<file path="config.mk">
export PLATFORM = sky130hd
export DESIGN_NAME = tile_fetch
export DESIGN_NICKNAME = d
export VERILOG_FILES = /design/src/tilevid_pkg.sv /design/src/tile_fetch.sv
export SDC_FILE = /design/constraint.sdc
export NUM_CORES = 1
export LEC_CHECK = 0
export BUFFER_PORTS_ARGS = -buffer_cell sky130_fd_sc_hd__buf_2
export CORE_MARGIN = 1
export CORE_UTILIZATION = 42
export DETAILED_ROUTE_END_ITERATION = 8
export PLACE_DENSITY = 0.85
export SETUP_SLACK_MARGIN = 0.4
export SLEW_MARGIN = 10
export SYNTH_ARGS = -nofsm -noshare
export SYNTH_HDL_FRONTEND = slang
export SYNTH_SLANG_ARGS = --single-unit
export TNS_END_PERCENT = 50
</file>
<file path="constraint.sdc">
create_clock -name clk -period 2.75 [get_ports clk]
set_input_delay 0.1375 -clock clk [delete_from_list [all_inputs] [get_ports clk]]
set_output_delay 0.1375 -clock clk [all_outputs]
set_load 0.02 [all_outputs]
</file>
<file path="src/tilevid_pkg.sv">
// Shared constants for the tile-video subsystem.
// CPU window layout, scroll register offsets, tile map shape and widths.
`default_nettype none

package tilevid_pkg;

    // ******************************
    // CPU window
    // ******************************
    localparam int addr_w = 11;
    localparam int data_w = 16;
    localparam int be_w   = 2;
    localparam int off_w  = 8;

    // Words below this address are tile RAM, the rest are registers.
    localparam logic [addr_w-1:0] reg_base = 11'h700;

    // Word offsets inside the register window.
    localparam logic [off_w-1:0] off_pages1_std = 8'h40;
    localparam logic [off_w-1:0] off_pages2_std = 8'h41;
    localparam logic [off_w-1:0] off_pages1_alt = 8'h42;
    localparam logic [off_w-1:0] off_pages2_alt = 8'h43;
    localparam logic [off_w-1:0] off_vpos1_std  = 8'h48;
    localparam logic [off_w-1:0] off_vpos2_std  = 8'h49;
    localparam logic [off_w-1:0] off_vpos1_alt  = 8'h4A;
    localparam logic [off_w-1:0] off_vpos2_alt  = 8'h4B;
    localparam logic [off_w-1:0] off_hpos1_std  = 8'h4C;
    localparam logic [off_w-1:0] off_hpos2_std  = 8'h4D;
    localparam logic [off_w-1:0] off_hpos1_alt  = 8'h4E;
    localparam logic [off_w-1:0] off_hpos2_alt  = 8'h4F;

    // ******************************
    // Tile map
    // ******************************
    localparam int tile_px    = 8;
    localparam int map_cols   = 16;
    localparam int map_rows   = 16;
    localparam int page_words = 256;
    localparam int pos_w      = 9;
    localparam int page_w     = 3;

    // This page maps onto the register window, so it reads as blank.
    localparam logic [page_w-1:0] page_none = 3'd7;

    // Status dump.
    localparam int st_entries = 12;
    localparam int st_w       = 8;

endpackage

`default_nettype wire

</file>
<file path="src/tile_fetch.sv">
// Tile fetcher.
// Screen position plus layer scroll to tile map address, RAM read,
// and a two-entry output holding stage.
`default_nettype none

module tile_fetch import tilevid_pkg::*; (
    input  logic              clk,
    input  logic              reset,
    // Tile request
    input  logic              req_valid,
    output logic              req_ready,
    input  logic              req_layer,
    input  logic [pos_w-1:0]  req_h,
    input  logic [pos_w-1:0]  req_v,
    // Tile response
    output logic              tile_valid,
    input  logic              tile_ready,
    output logic [data_w-1:0] tile_data,
    // RAM read port
    output logic              ram_rd,
    output logic [addr_w-1:0] ram_addr,
    input  logic [data_w-1:0] ram_q,
    // Scroll values
    input  logic [data_w-1:0] pages1,
    input  logic [data_w-1:0] pages2,
    input  logic [data_w-1:0] hpos1,
    input  logic [data_w-1:0] hpos2,
    input  logic [data_w-1:0] vpos1,
    input  logic [data_w-1:0] vpos2
);

    localparam int tile_sh = $clog2(tile_px);
    localparam int col_w   = $clog2(map_cols);
    localparam int row_w   = $clog2(map_rows);

    logic [data_w-1:0] layer_hpos, layer_vpos;
    logic [page_w-1:0] layer_page;
    logic [pos_w-1:0]  pos_x, pos_y;
    logic [col_w-1:0]  col;
    logic [row_w-1:0]  row;
    logic [addr_w-1:0] map_addr;
    logic              req_fire, tile_fire;
    logic [1:0]        in_flight;
    // Address stage.
    logic              a_valid, a_blank;
    logic [addr_w-1:0] a_addr;
    // Read stage, ram_q is valid while r_valid is high.
    logic              r_valid, r_blank;
    logic [data_w-1:0] r_word;
    // Output holding stage.
    logic [data_w-1:0] hold_mem [2];
    logic [1:0]        hold_count;
    logic              hold_wr_ptr, hold_rd_ptr;

    // ******************************
    // Address computation
    // ******************************
    // Map wraps at 128 pixels, so only the low position bits matter.
    always_comb begin
        layer_hpos = req_layer ? hpos2 : hpos1;
        layer_vpos = req_layer ? vpos2 : vpos1;
        layer_page = req_layer ? pages2[8 +: page_w] : pages1[page_w-1:0];
        pos_x      = req_h + layer_hpos[pos_w-1:0];
        pos_y      = req_v + layer_vpos[pos_w-1:0];
        col        = pos_x[tile_sh +: col_w];
        row        = pos_y[tile_sh +: row_w];
        map_addr   = addr_w'(layer_page) * addr_w'(page_words)
                   + addr_w'(row) * addr_w'(map_cols) + addr_w'(col);
    end

    // Two requests at most between acceptance and delivery.
    assign in_flight = 2'(a_valid) + 2'(r_valid) + hold_count;
    assign tile_fire = tile_valid && tile_ready;
    assign req_ready = (in_flight < 2'd2) || tile_fire;
    assign req_fire  = req_valid && req_ready;

    // Blank page skips the read.
    assign ram_rd   = a_valid && !a_blank;
    assign ram_addr = a_addr;
    assign r_word   = r_blank ? '0 : ram_q;

    assign tile_valid = hold_count != 2'd0;
    assign tile_data  = hold_mem[hold_rd_ptr];

    always_ff @(posedge clk) begin
        if (reset) begin
            a_valid     <= 1'b0;
            r_valid     <= 1'b0;
            hold_count  <= '0;
            hold_wr_ptr <= 1'b0;
            hold_rd_ptr <= 1'b0;
        end else begin
            a_valid    <= req_fire;
            r_valid    <= a_valid;
            hold_count <= hold_count + 2'(r_valid) - 2'(tile_fire);
            if (r_valid) begin
                hold_wr_ptr <= !hold_wr_ptr;
            end
            if (tile_fire) begin
                hold_rd_ptr <= !hold_rd_ptr;
            end
        end
    end

    always_ff @(posedge clk) begin
        if (req_fire) begin
            a_addr  <= map_addr;
            a_blank <= layer_page == page_none;
        end
        r_blank <= a_blank;
        if (r_valid) begin
            hold_mem[hold_wr_ptr] <= r_word;
        end
    end

endmodule

`default_nettype wire

</file>
==> metrics <==
result of the run=completed; final antenna-violating net count=0; Crit path buffers/inverters=0; Slowest-stage cell, CP=and2_1; initial antenna violation count=0; via count=1761; P_int=1.45 mW; type of the worst min-delay path=input pin to flip-flop; total grt overflow=0; Synth Area in Adders=6.37%; Clk Latency, worst-skew pair=0.30 ns; Crit. End Element=flip-flop; htree depth=2; WL per Instance=13.0 microns; Post-synth EDFFs=44; most common cell in the netlist=edfxtp_1; Pwr Density=659 mW/mm^2; area of the multi-input gates=0.00103 sq mm; Setup CP Type=flip-flop to flip-flop; Worst slew margin=49.5%; Top-Level Pins=165; die height=80.0 microns; Die X=80.0 microns; Crit path largest cell delay=0.53 ns; Reg power frac=49.2%; min-delay src=reset; CP Cell Sequence=ha_1 -> a21oi_1 -> mux2i_1 -> and2_1; CTS tree=done; combinational share of power=30.8%; Buffers on Ports=98; Final min period=1.94 ns; RSZ-0062 raised after global routing=no; simple-gate share of the synthesized area=10.2%; post-route cell area=0.00321 sq mm; Setup TNS Final=0 ns; Post-DP Area=0.00312 sq mm; Area Growth Syn to Fin=25.5%; setup bufs post-CTS=0; Final period util=70.6%; Final Setup Violations=0; Worst EP arrival=1.88 ns; Ys Warns=0; Initial Util=43.4%; startpoint types=flip-flop; actual slew at the worst max-slew pin=0.758 ns; Vias/cell=4.89; 1st-iter DRT viols=55; asr flop ratio synth=0%; multiplexer share of the synthesized area=15.0%; Worst-path clk slew=0.09 ns; Pwr Total=2.11 mW; Max Buffers Root-to-Sink=2; register area share after synthesis=58.0%; CTS Root Cell=clkbuf_8; largest family of logic cells by synthesized area=multiplexers; share of cells above drive strength 1=49.8%; Critical Path Source=hold_count[0]; FP Rows=28; fmax=515 MHz; Fill cells=524; minimum hold slack=0.0835 ns; Net Sw Frac=31.3%; endpoints failing hold=0; R2R setup slack=0.81 ns; CTS Buf Count=5; Synth Area per Inst=14.0 sq um; vias in the first global route=1695; VDD IR max=0.000253 V; post-synthesis xor/xnor area fraction=4.12%; largest net degree at the start of global routing=18; die area=0.00640 sq mm; P_leak=1.35 nW; family with the most delay on the worst path=simple AND/OR/NAND/NOR gates; skew final=0.00567 ns; DRC Markers=0; Main synth FF type=edfxtp_1; Overall Global Routing Usage=15.3%; reg2reg start=hold_count[0]; max-cap viol count=0; diodes inserted=0; first-pass GRT wire length=7.45 mm; synth cell count leaders=44 x edfxtp_1, 29 x mux2_2, 22 x nor2b_1; synth top area cells=edfxtp_1 52%, mux2_2 13%, ha_1 6.4%; final RePlAce weighted congestion=0.722; final WL=4.69 mm; core area=0.00589 sq mm; Synth area leader=edfxtp_1; CP Data Required Time=2.69 ns; CTS sink count=52; syn nets=331; Clk pwr share=20.0%; mapped cell area=0.00255 sq mm; Max Slew Vio Count=0; first-pass detailed-route iteration total=4; Cell variety after synth=26; Switching Power=661 uW; post-synthesis register bit count=52; nets@finish=432; HPWL Detailed=3.57 mm; cts hold-fix bufs=0; Resize count post-CTS=0; Yosys top cell area share=51.7%; Synth Area in Compound Gates=4.51%; Max FO, Critical Path=13; Cells after Synth=183; Register Area=0.00148 sq mm
==> flip-flops by register name, indices dropped and copies added (netlist names), named ones only <==
| signal | cells |
|---|---|
| hold_wr_ptr | 1 |
| a_blank | 1 |
| r_valid | 1 |
| hold_mem | 32 |
| hold_rd_ptr | 1 |
| ram_addr | 11 |
| hold_count | 2 |
| a_valid | 1 |
| r_blank | 1 |
==> kinds of logic after synthesis <==
group | Yosys count
AO/OA/AOI/OAI | 14
XOR/XNOR | 12
adder cells (fa/ha/maj) | 13
buffers and inverters | 9
flip-flops | 52
multiplexers | 34
AND/OR/NAND/NOR | 49
==> placed cells by master (no fill, tap or decap) <==
cell type | Yosys | layout
xor2_1 | 3 | 3
nor3_1 | 2 | 2
inv_1 | 4 | 4
clkbuf_1 | 2 | 1
clkinvlp_4 | 0 | 1
ha_1 | 13 | 13
clkbuf_8 | 0 | 5
o41ai_2 | 2 | 2
o211ai_2 | 2 | 2
clkinv_4 | 0 | 1
nand3_1 | 2 | 2
dfxtp_1 | 8 | 8
buf_4 | 0 | 1
and3_1 | 1 | 1
or2_2 | 1 | 1
xnor2_1 | 9 | 9
nand4_1 | 2 | 2
mux2_2 | 29 | 29
nor2b_1 | 22 | 22
a21oi_1 | 6 | 6
o21ai_0 | 2 | 2
nor2_1 | 12 | 12
nand2_1 | 4 | 4
mux2i_2 | 2 | 2
and2_1 | 3 | 3
mux2i_1 | 3 | 3
edfxtp_1 | 44 | 44
buf_2 | 2 | 98
o2111ai_1 | 2 | 2
==> worst reg2reg max path, cell delays in order, from the launching register on <==
cell and delay [ns]:
dfxtp_1 0.38, ha_1 0.25, a21oi_1 0.20, mux2i_1 0.22, and2_1 0.53
==> metrics by stage <==
stage | worst slack (ns) | instances | util [%]
floorplan | 0.729 | 183 | -
global placement | 0.592 | 352 | 53.0
detailed placement | 0.575 | 352 | 53.0
CTS | 0.763 | 360 | 54.5
global route | 0.626 | 360 | 54.5
finish | 0.807 | 360 | 54.5
==> path summary, 6_finish.rpt <==
check	end	depth (start not counted)
worst max-delay path	ram_addr[9]	4
worst min-delay path	flip-flop	2
worst max register to register	ram_addr[9]	4
worst min register to register	r_blank	0
==> layer usage <==
layer / track usage, % / wire [microns]
met1: 16.3 / 1880
met2: 28.9 / 2380
met3: 5.03 / 408
met4: 3.75 / 12
met5: 0 / 0
==> power by group through the flow <==
stage	Sequential, mW	Clock, mW	Combinational, mW
2_1_floorplan	1.06	0	0.445
3_3_place_gp	1.05	0	0.639
3_5_place_dp	1.06	0	0.654
4_1_cts	1.04	0.439	0.659
5_1_grt	1.06	0.460	0.713
6_report	1.04	0.422	0.650
==> final cells by class <==
type / instances / area share, %
flip-flops and latches: 52 / 46.2
multi-input cells: 122 / 32.1
repair buffers: 99 / 15.5
well taps: 75 / 2.93
clock buffers: 6 / 2.26
clock inverters: 2 / 0.507
inverters: 4 / 0.468
Power figures use the tool's default switching activity.
