### src/tilevid_pkg.sv
// Shared constants for the tile-video subsystem.
// CPU window layout, scroll register offsets, tile map shape and widths.
`default_nettype none

package tilevid_pkg;

    // ******************************
    // CPU window
    // ******************************
    localparam int addr_w = 11;
    localparam int data_w = 16;
    localparam int be_w   = 2;
    localparam int off_w  = 8;

    // Words below this address are tile RAM, the rest are registers.
    localparam logic [addr_w-1:0] reg_base = 11'h700;

    // Word offsets inside the register window.
    localparam logic [off_w-1:0] off_pages1_std = 8'h40;
    localparam logic [off_w-1:0] off_pages2_std = 8'h41;
    localparam logic [off_w-1:0] off_pages1_alt = 8'h42;
    localparam logic [off_w-1:0] off_pages2_alt = 8'h43;
    localparam logic [off_w-1:0] off_vpos1_std  = 8'h48;
    localparam logic [off_w-1:0] off_vpos2_std  = 8'h49;
    localparam logic [off_w-1:0] off_vpos1_alt  = 8'h4A;
    localparam logic [off_w-1:0] off_vpos2_alt  = 8'h4B;
    localparam logic [off_w-1:0] off_hpos1_std  = 8'h4C;
    localparam logic [off_w-1:0] off_hpos2_std  = 8'h4D;
    localparam logic [off_w-1:0] off_hpos1_alt  = 8'h4E;
    localparam logic [off_w-1:0] off_hpos2_alt  = 8'h4F;

    // ******************************
    // Tile map
    // ******************************
    localparam int tile_px    = 8;
    localparam int map_cols   = 16;
    localparam int map_rows   = 16;
    localparam int page_words = 256;
    localparam int pos_w      = 9;
    localparam int page_w     = 3;

    // This page maps onto the register window, so it reads as blank.
    localparam logic [page_w-1:0] page_none = 3'd7;

    // Status dump.
    localparam int st_entries = 12;
    localparam int st_w       = 8;

endpackage

`default_nettype wire

### src/scroll_mmr.sv
// Scroll registers for two tile layers.
// Standard and alternate banks, byte-lane writes, per-layer bank select,
// row-scroll enables and a byte-wide status dump.
`default_nettype none

module scroll_mmr import tilevid_pkg::*; (
    input  logic              clk,
    input  logic              reset,
    // Register write strobe
    input  logic              reg_we,
    input  logic [off_w-1:0]  reg_off,
    input  logic [data_w-1:0] reg_data,
    input  logic [be_w-1:0]   reg_be,
    // Bank select per layer
    input  logic              altscr1_en,
    input  logic              altscr2_en,
    // Selected values
    output logic [data_w-1:0] pages1,
    output logic [data_w-1:0] pages2,
    output logic [data_w-1:0] hpos1,
    output logic [data_w-1:0] hpos2,
    output logic [data_w-1:0] vpos1,
    output logic [data_w-1:0] vpos2,
    output logic              rowscr1_en,
    output logic              rowscr2_en,
    // Status dump
    input  logic [st_w-1:0]   st_addr,
    output logic [st_w-1:0]   st_dout
);

    logic [data_w-1:0] pages1_std, pages2_std, pages1_alt, pages2_alt;
    logic [data_w-1:0] vpos1_std, vpos2_std, vpos1_alt, vpos2_alt;
    logic [data_w-1:0] hpos1_std, hpos2_std, hpos1_alt, hpos2_alt;
    logic [st_entries*st_w-1:0] dump_bytes;

    // Replace only the enabled bytes of a register.
    function automatic logic [data_w-1:0] lane_merge(
        input logic [data_w-1:0] old_val,
        input logic [data_w-1:0] new_val,
        input logic [be_w-1:0]   be
    );
        return {be[1] ? new_val[15:8] : old_val[15:8],
                be[0] ? new_val[7:0]  : old_val[7:0]};
    endfunction

    // ******************************
    // Bank registers
    // ******************************
    always_ff @(posedge clk) begin
        if (reset) begin
            pages1_std <= '0;
            pages2_std <= '0;
            pages1_alt <= '0;
            pages2_alt <= '0;
            vpos1_std  <= '0;
            vpos2_std  <= '0;
            vpos1_alt  <= '0;
            vpos2_alt  <= '0;
            hpos1_std  <= '0;
            hpos2_std  <= '0;
            hpos1_alt  <= '0;
            hpos2_alt  <= '0;
        end else if (reg_we) begin
            case (reg_off)
                off_pages1_std: pages1_std <= lane_merge(pages1_std, reg_data, reg_be);
                off_pages2_std: pages2_std <= lane_merge(pages2_std, reg_data, reg_be);
                off_pages1_alt: pages1_alt <= lane_merge(pages1_alt, reg_data, reg_be);
                off_pages2_alt: pages2_alt <= lane_merge(pages2_alt, reg_data, reg_be);
                off_vpos1_std:  vpos1_std  <= lane_merge(vpos1_std, reg_data, reg_be);
                off_vpos2_std:  vpos2_std  <= lane_merge(vpos2_std, reg_data, reg_be);
                off_vpos1_alt:  vpos1_alt  <= lane_merge(vpos1_alt, reg_data, reg_be);
                off_vpos2_alt:  vpos2_alt  <= lane_merge(vpos2_alt, reg_data, reg_be);
                off_hpos1_std:  hpos1_std  <= lane_merge(hpos1_std, reg_data, reg_be);
                off_hpos2_std:  hpos2_std  <= lane_merge(hpos2_std, reg_data, reg_be);
                off_hpos1_alt:  hpos1_alt  <= lane_merge(hpos1_alt, reg_data, reg_be);
                off_hpos2_alt:  hpos2_alt  <= lane_merge(hpos2_alt, reg_data, reg_be);
                default: ;
            endcase
        end
    end

    // ******************************
    // Bank select
    // ******************************
    // Each layer picks its bank on its own enable.
    always_ff @(posedge clk) begin
        if (reset) begin
            pages1 <= '0;
            pages2 <= '0;
            vpos1  <= '0;
            vpos2  <= '0;
            hpos1  <= '0;
            hpos2  <= '0;
        end else begin
            pages1 <= altscr1_en ? pages1_alt : pages1_std;
            vpos1  <= altscr1_en ? vpos1_alt  : vpos1_std;
            hpos1  <= altscr1_en ? hpos1_alt  : hpos1_std;
            pages2 <= altscr2_en ? pages2_alt : pages2_std;
            vpos2  <= altscr2_en ? vpos2_alt  : vpos2_std;
            hpos2  <= altscr2_en ? hpos2_alt  : hpos2_std;
        end
    end

    // Row scroll is flagged by the top bit of horizontal scroll.
    assign rowscr1_en = hpos1[15];
    assign rowscr2_en = hpos2[15];

    // ******************************
    // Status dump
    // ******************************
    // Byte 0 is the low byte of pages1, byte 11 the high byte of hpos2.
    assign dump_bytes = {hpos2, hpos1, vpos2, vpos1, pages2, pages1};

    always_ff @(posedge clk) begin
        if (reset) begin
            st_dout <= '0;
        end else if (st_addr < st_entries) begin
            st_dout <= dump_bytes[st_w*st_addr +: st_w];
        end else begin
            st_dout <= '0;
        end
    end

endmodule

`default_nettype wire

### config.mk
export PLATFORM = sky130hd
export DESIGN_NAME = scroll_mmr
export DESIGN_NICKNAME = d
export VERILOG_FILES = /design/src/tilevid_pkg.sv /design/src/scroll_mmr.sv
export SDC_FILE = /design/constraint.sdc
export NUM_CORES = 1
export LEC_CHECK = 0
export BUFFER_PORTS_ARGS = -buffer_cell sky130_fd_sc_hd__buf_4
export CAP_MARGIN = 10
export CORE_ASPECT_RATIO = 0.8
export CORE_MARGIN = 5
export CORE_UTILIZATION = 58
export DETAILED_ROUTE_END_ITERATION = 10
export GPL_ROUTABILITY_DRIVEN = 0
export PLACE_DENSITY_LB_ADDON = 0.05
export REMOVE_ABC_BUFFERS = 1
export SYNTH_ARGS = -nofsm -noshare
export SYNTH_HDL_FRONTEND = slang
export SYNTH_SLANG_ARGS = --single-unit
### constraint.sdc
create_clock -name clk -period 1.7 [get_ports clk]
set_input_delay 0 -clock clk [delete_from_list [all_inputs] [get_ports clk]]
set_output_delay 0 -clock clk [all_outputs]
set_load 0.005 [all_outputs]
==> reports/results.tsv, run 1 <==
stage	metric	value	unit
yosys	number of synthesized flops with an enable pin	0	
clocking	Inserted Clock Buffers	29	
yosys	synthesized area	0.0123	mm²
yosys	unique cell type count in the Yosys netlist	33	
timing	Fin. Hold Viols	0	
timing	RSZ-0062 raised after global routing	false	
yosys	fraction of registers with async set/reset	0	%
placement	hpwl dp	23300	µm
timing	Max Fclk	636	MHz
global_routing	initial antenna violation count	0	
cells_and_area	Total Nets Final	1341	
global_routing	first-pass GRT wire length	53000	µm
timing	setup ws final	0.128	ns
detailed_routing	final wirelength	34100	µm
power	Leak	6.48	nW
cells_and_area	Area growth syn-to-layout	20.8	%
power	worst vdd ir	0.000634	V
yosys	top_reg_cell synth	dfxtp_1	
worst_hold_path	Hold Crit Class	input pin to register	
setup_path	Data required, critical path	2.16	ns
clocking	clk root buf	clkbuf_16	
timing	setup TNS	0	ns
power	switching portion of total power	22.4	%
timing	period utilization	92.5	%
cells_and_area	Ant. Diodes	0	
placement	Place WS	-0.0725	ns
die	num ports	145	
clocking	CTS sink cnt	296	
timing	Max-slew headroom	62.8	%
status	outcome	finished, final reports clean	
die	Core Footprint	0.0208	mm²
cells_and_area	layout cells sized above 1	21.3	%
timing	final clock skew	0.0120	ns
setup_path	Worst Setup End Kind	register	
timing	Least-Margin Pin Slew	0.558	ns
detailed_routing	drt pass-1 iters	6	
power	Cell Pwr Density	937	mW/mm²
detailed_routing	DR vias	9543	
power	share of power burned in registers	49.7	%
die	Die Wd	173	µm
global_routing	gr ovfl total	0	
detailed_routing	Residual DRC	0	
global_routing	Global Route Usage Sum	27.0	%
detailed_routing	Final ANT Viol Nets	0	
yosys	YS warnings	0	
timing	final setup fails	0	
cells_and_area	most common cell after layout, fill and taps aside	dfxtp_1	
cells_and_area	fillers	1573	
detailed_routing	initial DRC count	907	
setup_path	CP max FO	17	
timing	fin crit period	1.57	ns
clocking	CTS tree	done	
detailed_routing	via/cell ratio	5.99	
setup_path	CP Launch Type	input pin	
die	Die Area	0.0243	mm²
clocking	H-tree Lvls	1	
die	row cnt	47	
detailed_routing	Routed WL per cell	21.4	µm
cells_and_area	commonest cells after routing, fill and taps aside	dfxtp_1 (296), mux2i_1 (232), buf_4 (187)	
power	Internal Power	10.8	mW
yosys	post-synthesis cell count	1183	
setup_path	critical path arrival	2.03	ns
yosys	Synth Register Bits	296	
yosys	register area share after synthesis	48.0	%
flow_run	Max Cap Viol	0	
clocking	CTS resizes	0	
cells_and_area	post-layout util	71.6	%
yosys	Mapped Avg Cell Area	10.4	µm²
timing	fin. max-slew vios	0	
global_routing	vias in the first global route	9212	
power	Comb power frac	5.9	%
power	Clock power frac	44.4	%
clocking	maximum buffer depth of the clock tree	3	
placement	count of buffers from port buffering	144	
clocking	clk slew on worst S/H paths	0.06	ns
setup_path	CP Class	input pin to register	
power	NetSw	3.13	mW
global_routing	largest net degree at the start of global routing	111	
die	Initial Util	59.3	%
clocking	worst-skew pair later-pin latency	0.53	ns
die	Die Y	140	µm
## worst paths after layout
path	from	end	slack, ns	depth (start not counted)
max	reg_off[4]	hpos1_alt[5]$_SDFFE_PP0P_	0.13	7
min	st_addr[5]	st_dout[1]$_SDFF_PP0_	0.03	4
max reg2reg	hpos2[10]$_SDFF_PP0_	st_dout[2]$_SDFF_PP0_	0.18	3
min reg2reg	hpos1_alt[15]$_SDFFE_PP0P_	hpos1_alt[15]$_SDFFE_PP0P_	0.47	2
## synth_stat cells (all sizes together), types with 4 or more instances
master  count  area, µm²
a21oi      64        320
and4b       4       40.0
buf        46        255
clkbuf     89        334
dfxtp     296       5930
inv         8       30.0
mux2i     232       2320
mux4       22        495
nand2b    146        913
nand4      66        413
nand4b     11       96.3
nor2       97        364
o22ai       8       50.1
o31ai      64        480
or4         8       82.6
## what timing repair did
action / CTS / global route
hold buffers: 25 / 0
endpoints found under the setup margin: 0 / 1
endpoints found under the hold margin: 98 / 0
setup buffers: 0 / 1
## power groups by stage
stage          combinational (mW)  clock, mW  sequential (mW)
2_1_floorplan               0.258          0             7.10
3_3_place_gp                0.759          0             7.10
3_5_place_dp                0.762          0             7.10
4_1_cts                     0.807       6.29             6.94
5_1_grt                     0.866       6.64             6.93
6_report                    0.824       6.21             6.94
## metal layers
layer	wire (µm)	global-route usage [%]
met4	776	6.42
met5	0	0
met2	15300	42.2
met1	15700	39.5
met3	2410	4.61
## state kept, by name, summed over array words and instances, names as in the netlist
name	count
hpos1	16
hpos1_alt	16
hpos1_std	16
hpos2	16
hpos2_alt	16
hpos2_std	16
pages1	16
pages1_alt	16
pages1_std	16
pages2	16
pages2_alt	16
pages2_std	16
st_dout	8
vpos1	16
vpos1_alt	16
vpos1_std	16
vpos2	16
vpos2_alt	16
vpos2_std	16
## cell families after synthesis
| logic type | share of synthesized area, % |
|---|---|
| AND/OR/NAND/NOR | 16.8 |
| multiplexers | 23.1 |
| AO/OA/AOI/OAI | 7.05 |
| buffers and inverters | 5.02 |
| flip-flops | 48.0 |
## critical path: stages
cell	delay [ns]
buf_4	0.11
dlygate4sd3_1	0.59
nor4b_4	0.36
buf_12	0.20
nand4_1	0.09
dlygate4sd3_1	0.56
a21oi_1	0.11
## stage by stage
stage	power (mW)	hold slack [ns]	area (µm²)	cells
finish	14.0	0.0292	14900	1592
global route	14.4	0.0401	14900	1592
CTS	14.0	0.0111	14900	1590
detailed placement	7.86	0.308	13700	1513
global placement	7.85	0.302	13700	1513
floorplan	7.35	0.0691	11800	1048
## final cells by class
cell class | instances | area (µm²) | share of cell area, %
clock inverter | 6 | 43.8 | 0.294
inverter | 8 | 30.0 | 0.201
timing repair buffer | 223 | 1870 | 12.5
tap | 269 | 337 | 2.26
sequential | 296 | 5930 | 39.7
multi-input combinational | 744 | 5810 | 39.0
clock buffer | 46 | 890 | 5.97
Power figures use the tool's default switching activity.
==> inputs of run 2 (changes only) <==
--- a/config.mk
+++ b/config.mk
@@ -9,7 +9,7 @@
 export CAP_MARGIN = 10
 export CORE_ASPECT_RATIO = 0.8
 export CORE_MARGIN = 5
-export CORE_UTILIZATION = 58
+export CORE_UTILIZATION = 60
 export DETAILED_ROUTE_END_ITERATION = 10
 export GPL_ROUTABILITY_DRIVEN = 0
 export PLACE_DENSITY_LB_ADDON = 0.05
==> constraint.sdc (replaced) <==
create_clock -name clk -period 1.82 [get_ports clk]
set_input_delay 0 -clock clk [delete_from_list [all_inputs] [get_ports clk]]
set_output_delay 0 -clock clk [all_outputs]
set_load 0.005 [all_outputs]
==> reports/results.tsv, run 2 (synthesis results as in run 1) <==
stage	metric	value	unit
power	share of power burned in registers	50.4	%
global_routing	gr ovfl total	0	
global_routing	largest net degree at the start of global routing	144	
clocking	CTS tree	done	
power	Comb power frac	5.9	%
timing	Hold Slack	0.0585	ns
setup_path	CP Class	input pin to register	
timing	fin. max-slew vios	0	
clocking	Inserted Clock Buffers	28	
die	Die Area	0.0236	mm²
die	Initial Util	61.6	%
detailed_routing	Routed WL per cell	21.4	µm
clocking	CTS sink cnt	296	
global_routing	met3 Usage GRT	4.87	%
setup_path	Worst Setup End Kind	register	
placement	count of buffers from port buffering	144	
die	Die Y	138	µm
power	worst vdd ir	0.000694	V
timing	final clock skew	0.0103	ns
die	Core Footprint	0.0200	mm²
cells_and_area	Total Nets Final	1340	
power	switching portion of total power	22.6	%
power	Clock power frac	43.8	%
cells_and_area	Ant. Diodes	0	
timing	final setup fails	0	
setup_path	Data required, critical path	2.22	ns
clocking	worst-skew pair later-pin latency	0.54	ns
flow_run	Max Cap Viol	0	
detailed_routing	Final ANT Viol Nets	0	
cells_and_area	commonest cells after routing, fill and taps aside	dfxtp_1 (296), mux2i_1 (232), buf_4 (184)	
die	num ports	145	
die	Die Wd	170	µm
clocking	clk slew on worst S/H paths	0.06	ns
timing	Max Fclk	560	MHz
cells_and_area	layout cells sized above 1	20.8	%
worst_hold_path	Hold Crit Class	input pin to register	
cells_and_area	post-layout util	74.0	%
cells_and_area	most common cell after layout, fill and taps aside	dfxtp_1	
global_routing	vias in the first global route	9248	
global_routing	GR met2 Demand/Resource	41.8	%
global_routing	first-pass GRT wire length	52400	µm
placement	hpwl dp	22500	µm
timing	RSZ-0062 raised after global routing	false	
setup_path	CP max FO	13	
power	NetSw	2.90	mW
timing	period utilization	98.1	%
global_routing	initial antenna violation count	0	
detailed_routing	Residual DRC	0	
timing	Fin. Hold Viols	0	
detailed_routing	final wirelength	33900	µm
clocking	maximum buffer depth of the clock tree	3	
detailed_routing	DR vias	9494	
global_routing	Global Route Usage Sum	27.6	%
global_routing	grt met1 use	41.0	%
die	row cnt	46	
clocking	H-tree Lvls	1	
timing	Max-slew headroom	66.3	%
detailed_routing	drt pass-1 iters	5	
power	Leak	6.44	nW
clocking	clk root buf	clkbuf_16	
setup_path	CP Launch Type	input pin	
status	outcome	finished, final reports clean	
cells_and_area	Area growth syn-to-layout	20.1	%
detailed_routing	via/cell ratio	5.99	
global_routing	most used routing layer	met2	
power	Cell Pwr Density	868	mW/mm²
detailed_routing	initial DRC count	1001	
power	Total Power	12.9	mW
setup_path	critical path arrival	2.18	ns
power	Internal Power	9.96	mW
timing	Least-Margin Pin Slew	0.506	ns
timing	fin crit period	1.78	ns
==> run 2: cell count changes in the layout (fill, tap and decap cells not counted), sizes merged <==
cell	before	now
clkinv	5	7
clkbuf	47	43
clkinvlp	1	0
buf	197	191
dlygate4sd3	25	32
==> run 2: repair_timing <==
item | 4_1_cts | 5_1_grt
endpoints found under the hold margin | 84 | 0
endpoints found under the setup margin | 0 | 13
resized for setup | 0 | 2
buffers inserted | 0 | 1
hold buffers | 32 | 0
==> run 2: stage by stage <==
step | setup WS, ns | cell area, µm² | cells | TNS (ns)
6_report | 0.0351 | 14800 | 1585 | 0
5_1_grt | 0.00147 | 14800 | 1585 | 0
4_1_cts | 0.0359 | 14800 | 1584 | 0
3_5_place_dp | 0.0263 | 13600 | 1502 | 0
3_3_place_gp | 0.0531 | 13600 | 1502 | 0
2_1_floorplan | -2.72 | 11800 | 1048 | -247.18
==> run 2: final timing paths <==
check	start	endpoint	slack, ns	depth (start not counted)
setup / recovery	reg_off[7]	pages2_alt[10]$_SDFFE_PP0P_	0.04	6
hold / removal	reg_be[0]	pages2_alt[6]$_SDFFE_PP0P_	0.06	4
hold reg to reg	hpos1_std[12]$_SDFFE_PP0P_	hpos1_std[12]$_SDFFE_PP0P_	0.47	2
setup reg to reg	hpos2[8]$_SDFF_PP0_	st_dout[0]$_SDFF_PP0_	0.28	3
==> run 2: worst max-delay path, cell delays in order <==
cell	delay (ns)
dlygate4sd3_1	0.53
buf_4	0.14
or4b_4	0.67
or4_4	0.51
buf_4	0.19
mux2i_1	0.12
==> run 2: cell type report <==
class	count	area [µm²]
flip-flops and latches	296	5930
multi-input cells	744	5820
fillers	1476	5200
repair buffers	223	1830
clock buffers	43	848
well taps	264	330
clock inverters	7	35.0
inverters	8	30.0
==> run 2: power by group through the flow <==
stage	registers (mW)	logic, mW	clock network [mW]
5_1_grt	6.48	0.792	5.96
4_1_cts	6.48	0.740	5.68
3_3_place_gp	6.63	0.690	0
6_report	6.48	0.754	5.63
3_5_place_dp	6.63	0.692	0
2_1_floorplan	6.63	0.241	0
==> run 2: layer usage <==
layer | up-vias | share of wire, %
li1 | 4429 | -
met3 | 55 | 7.7
met1 | 4638 | 46
met2 | 372 | 44
met4 | 0 | 2.3
met5 | - | 0
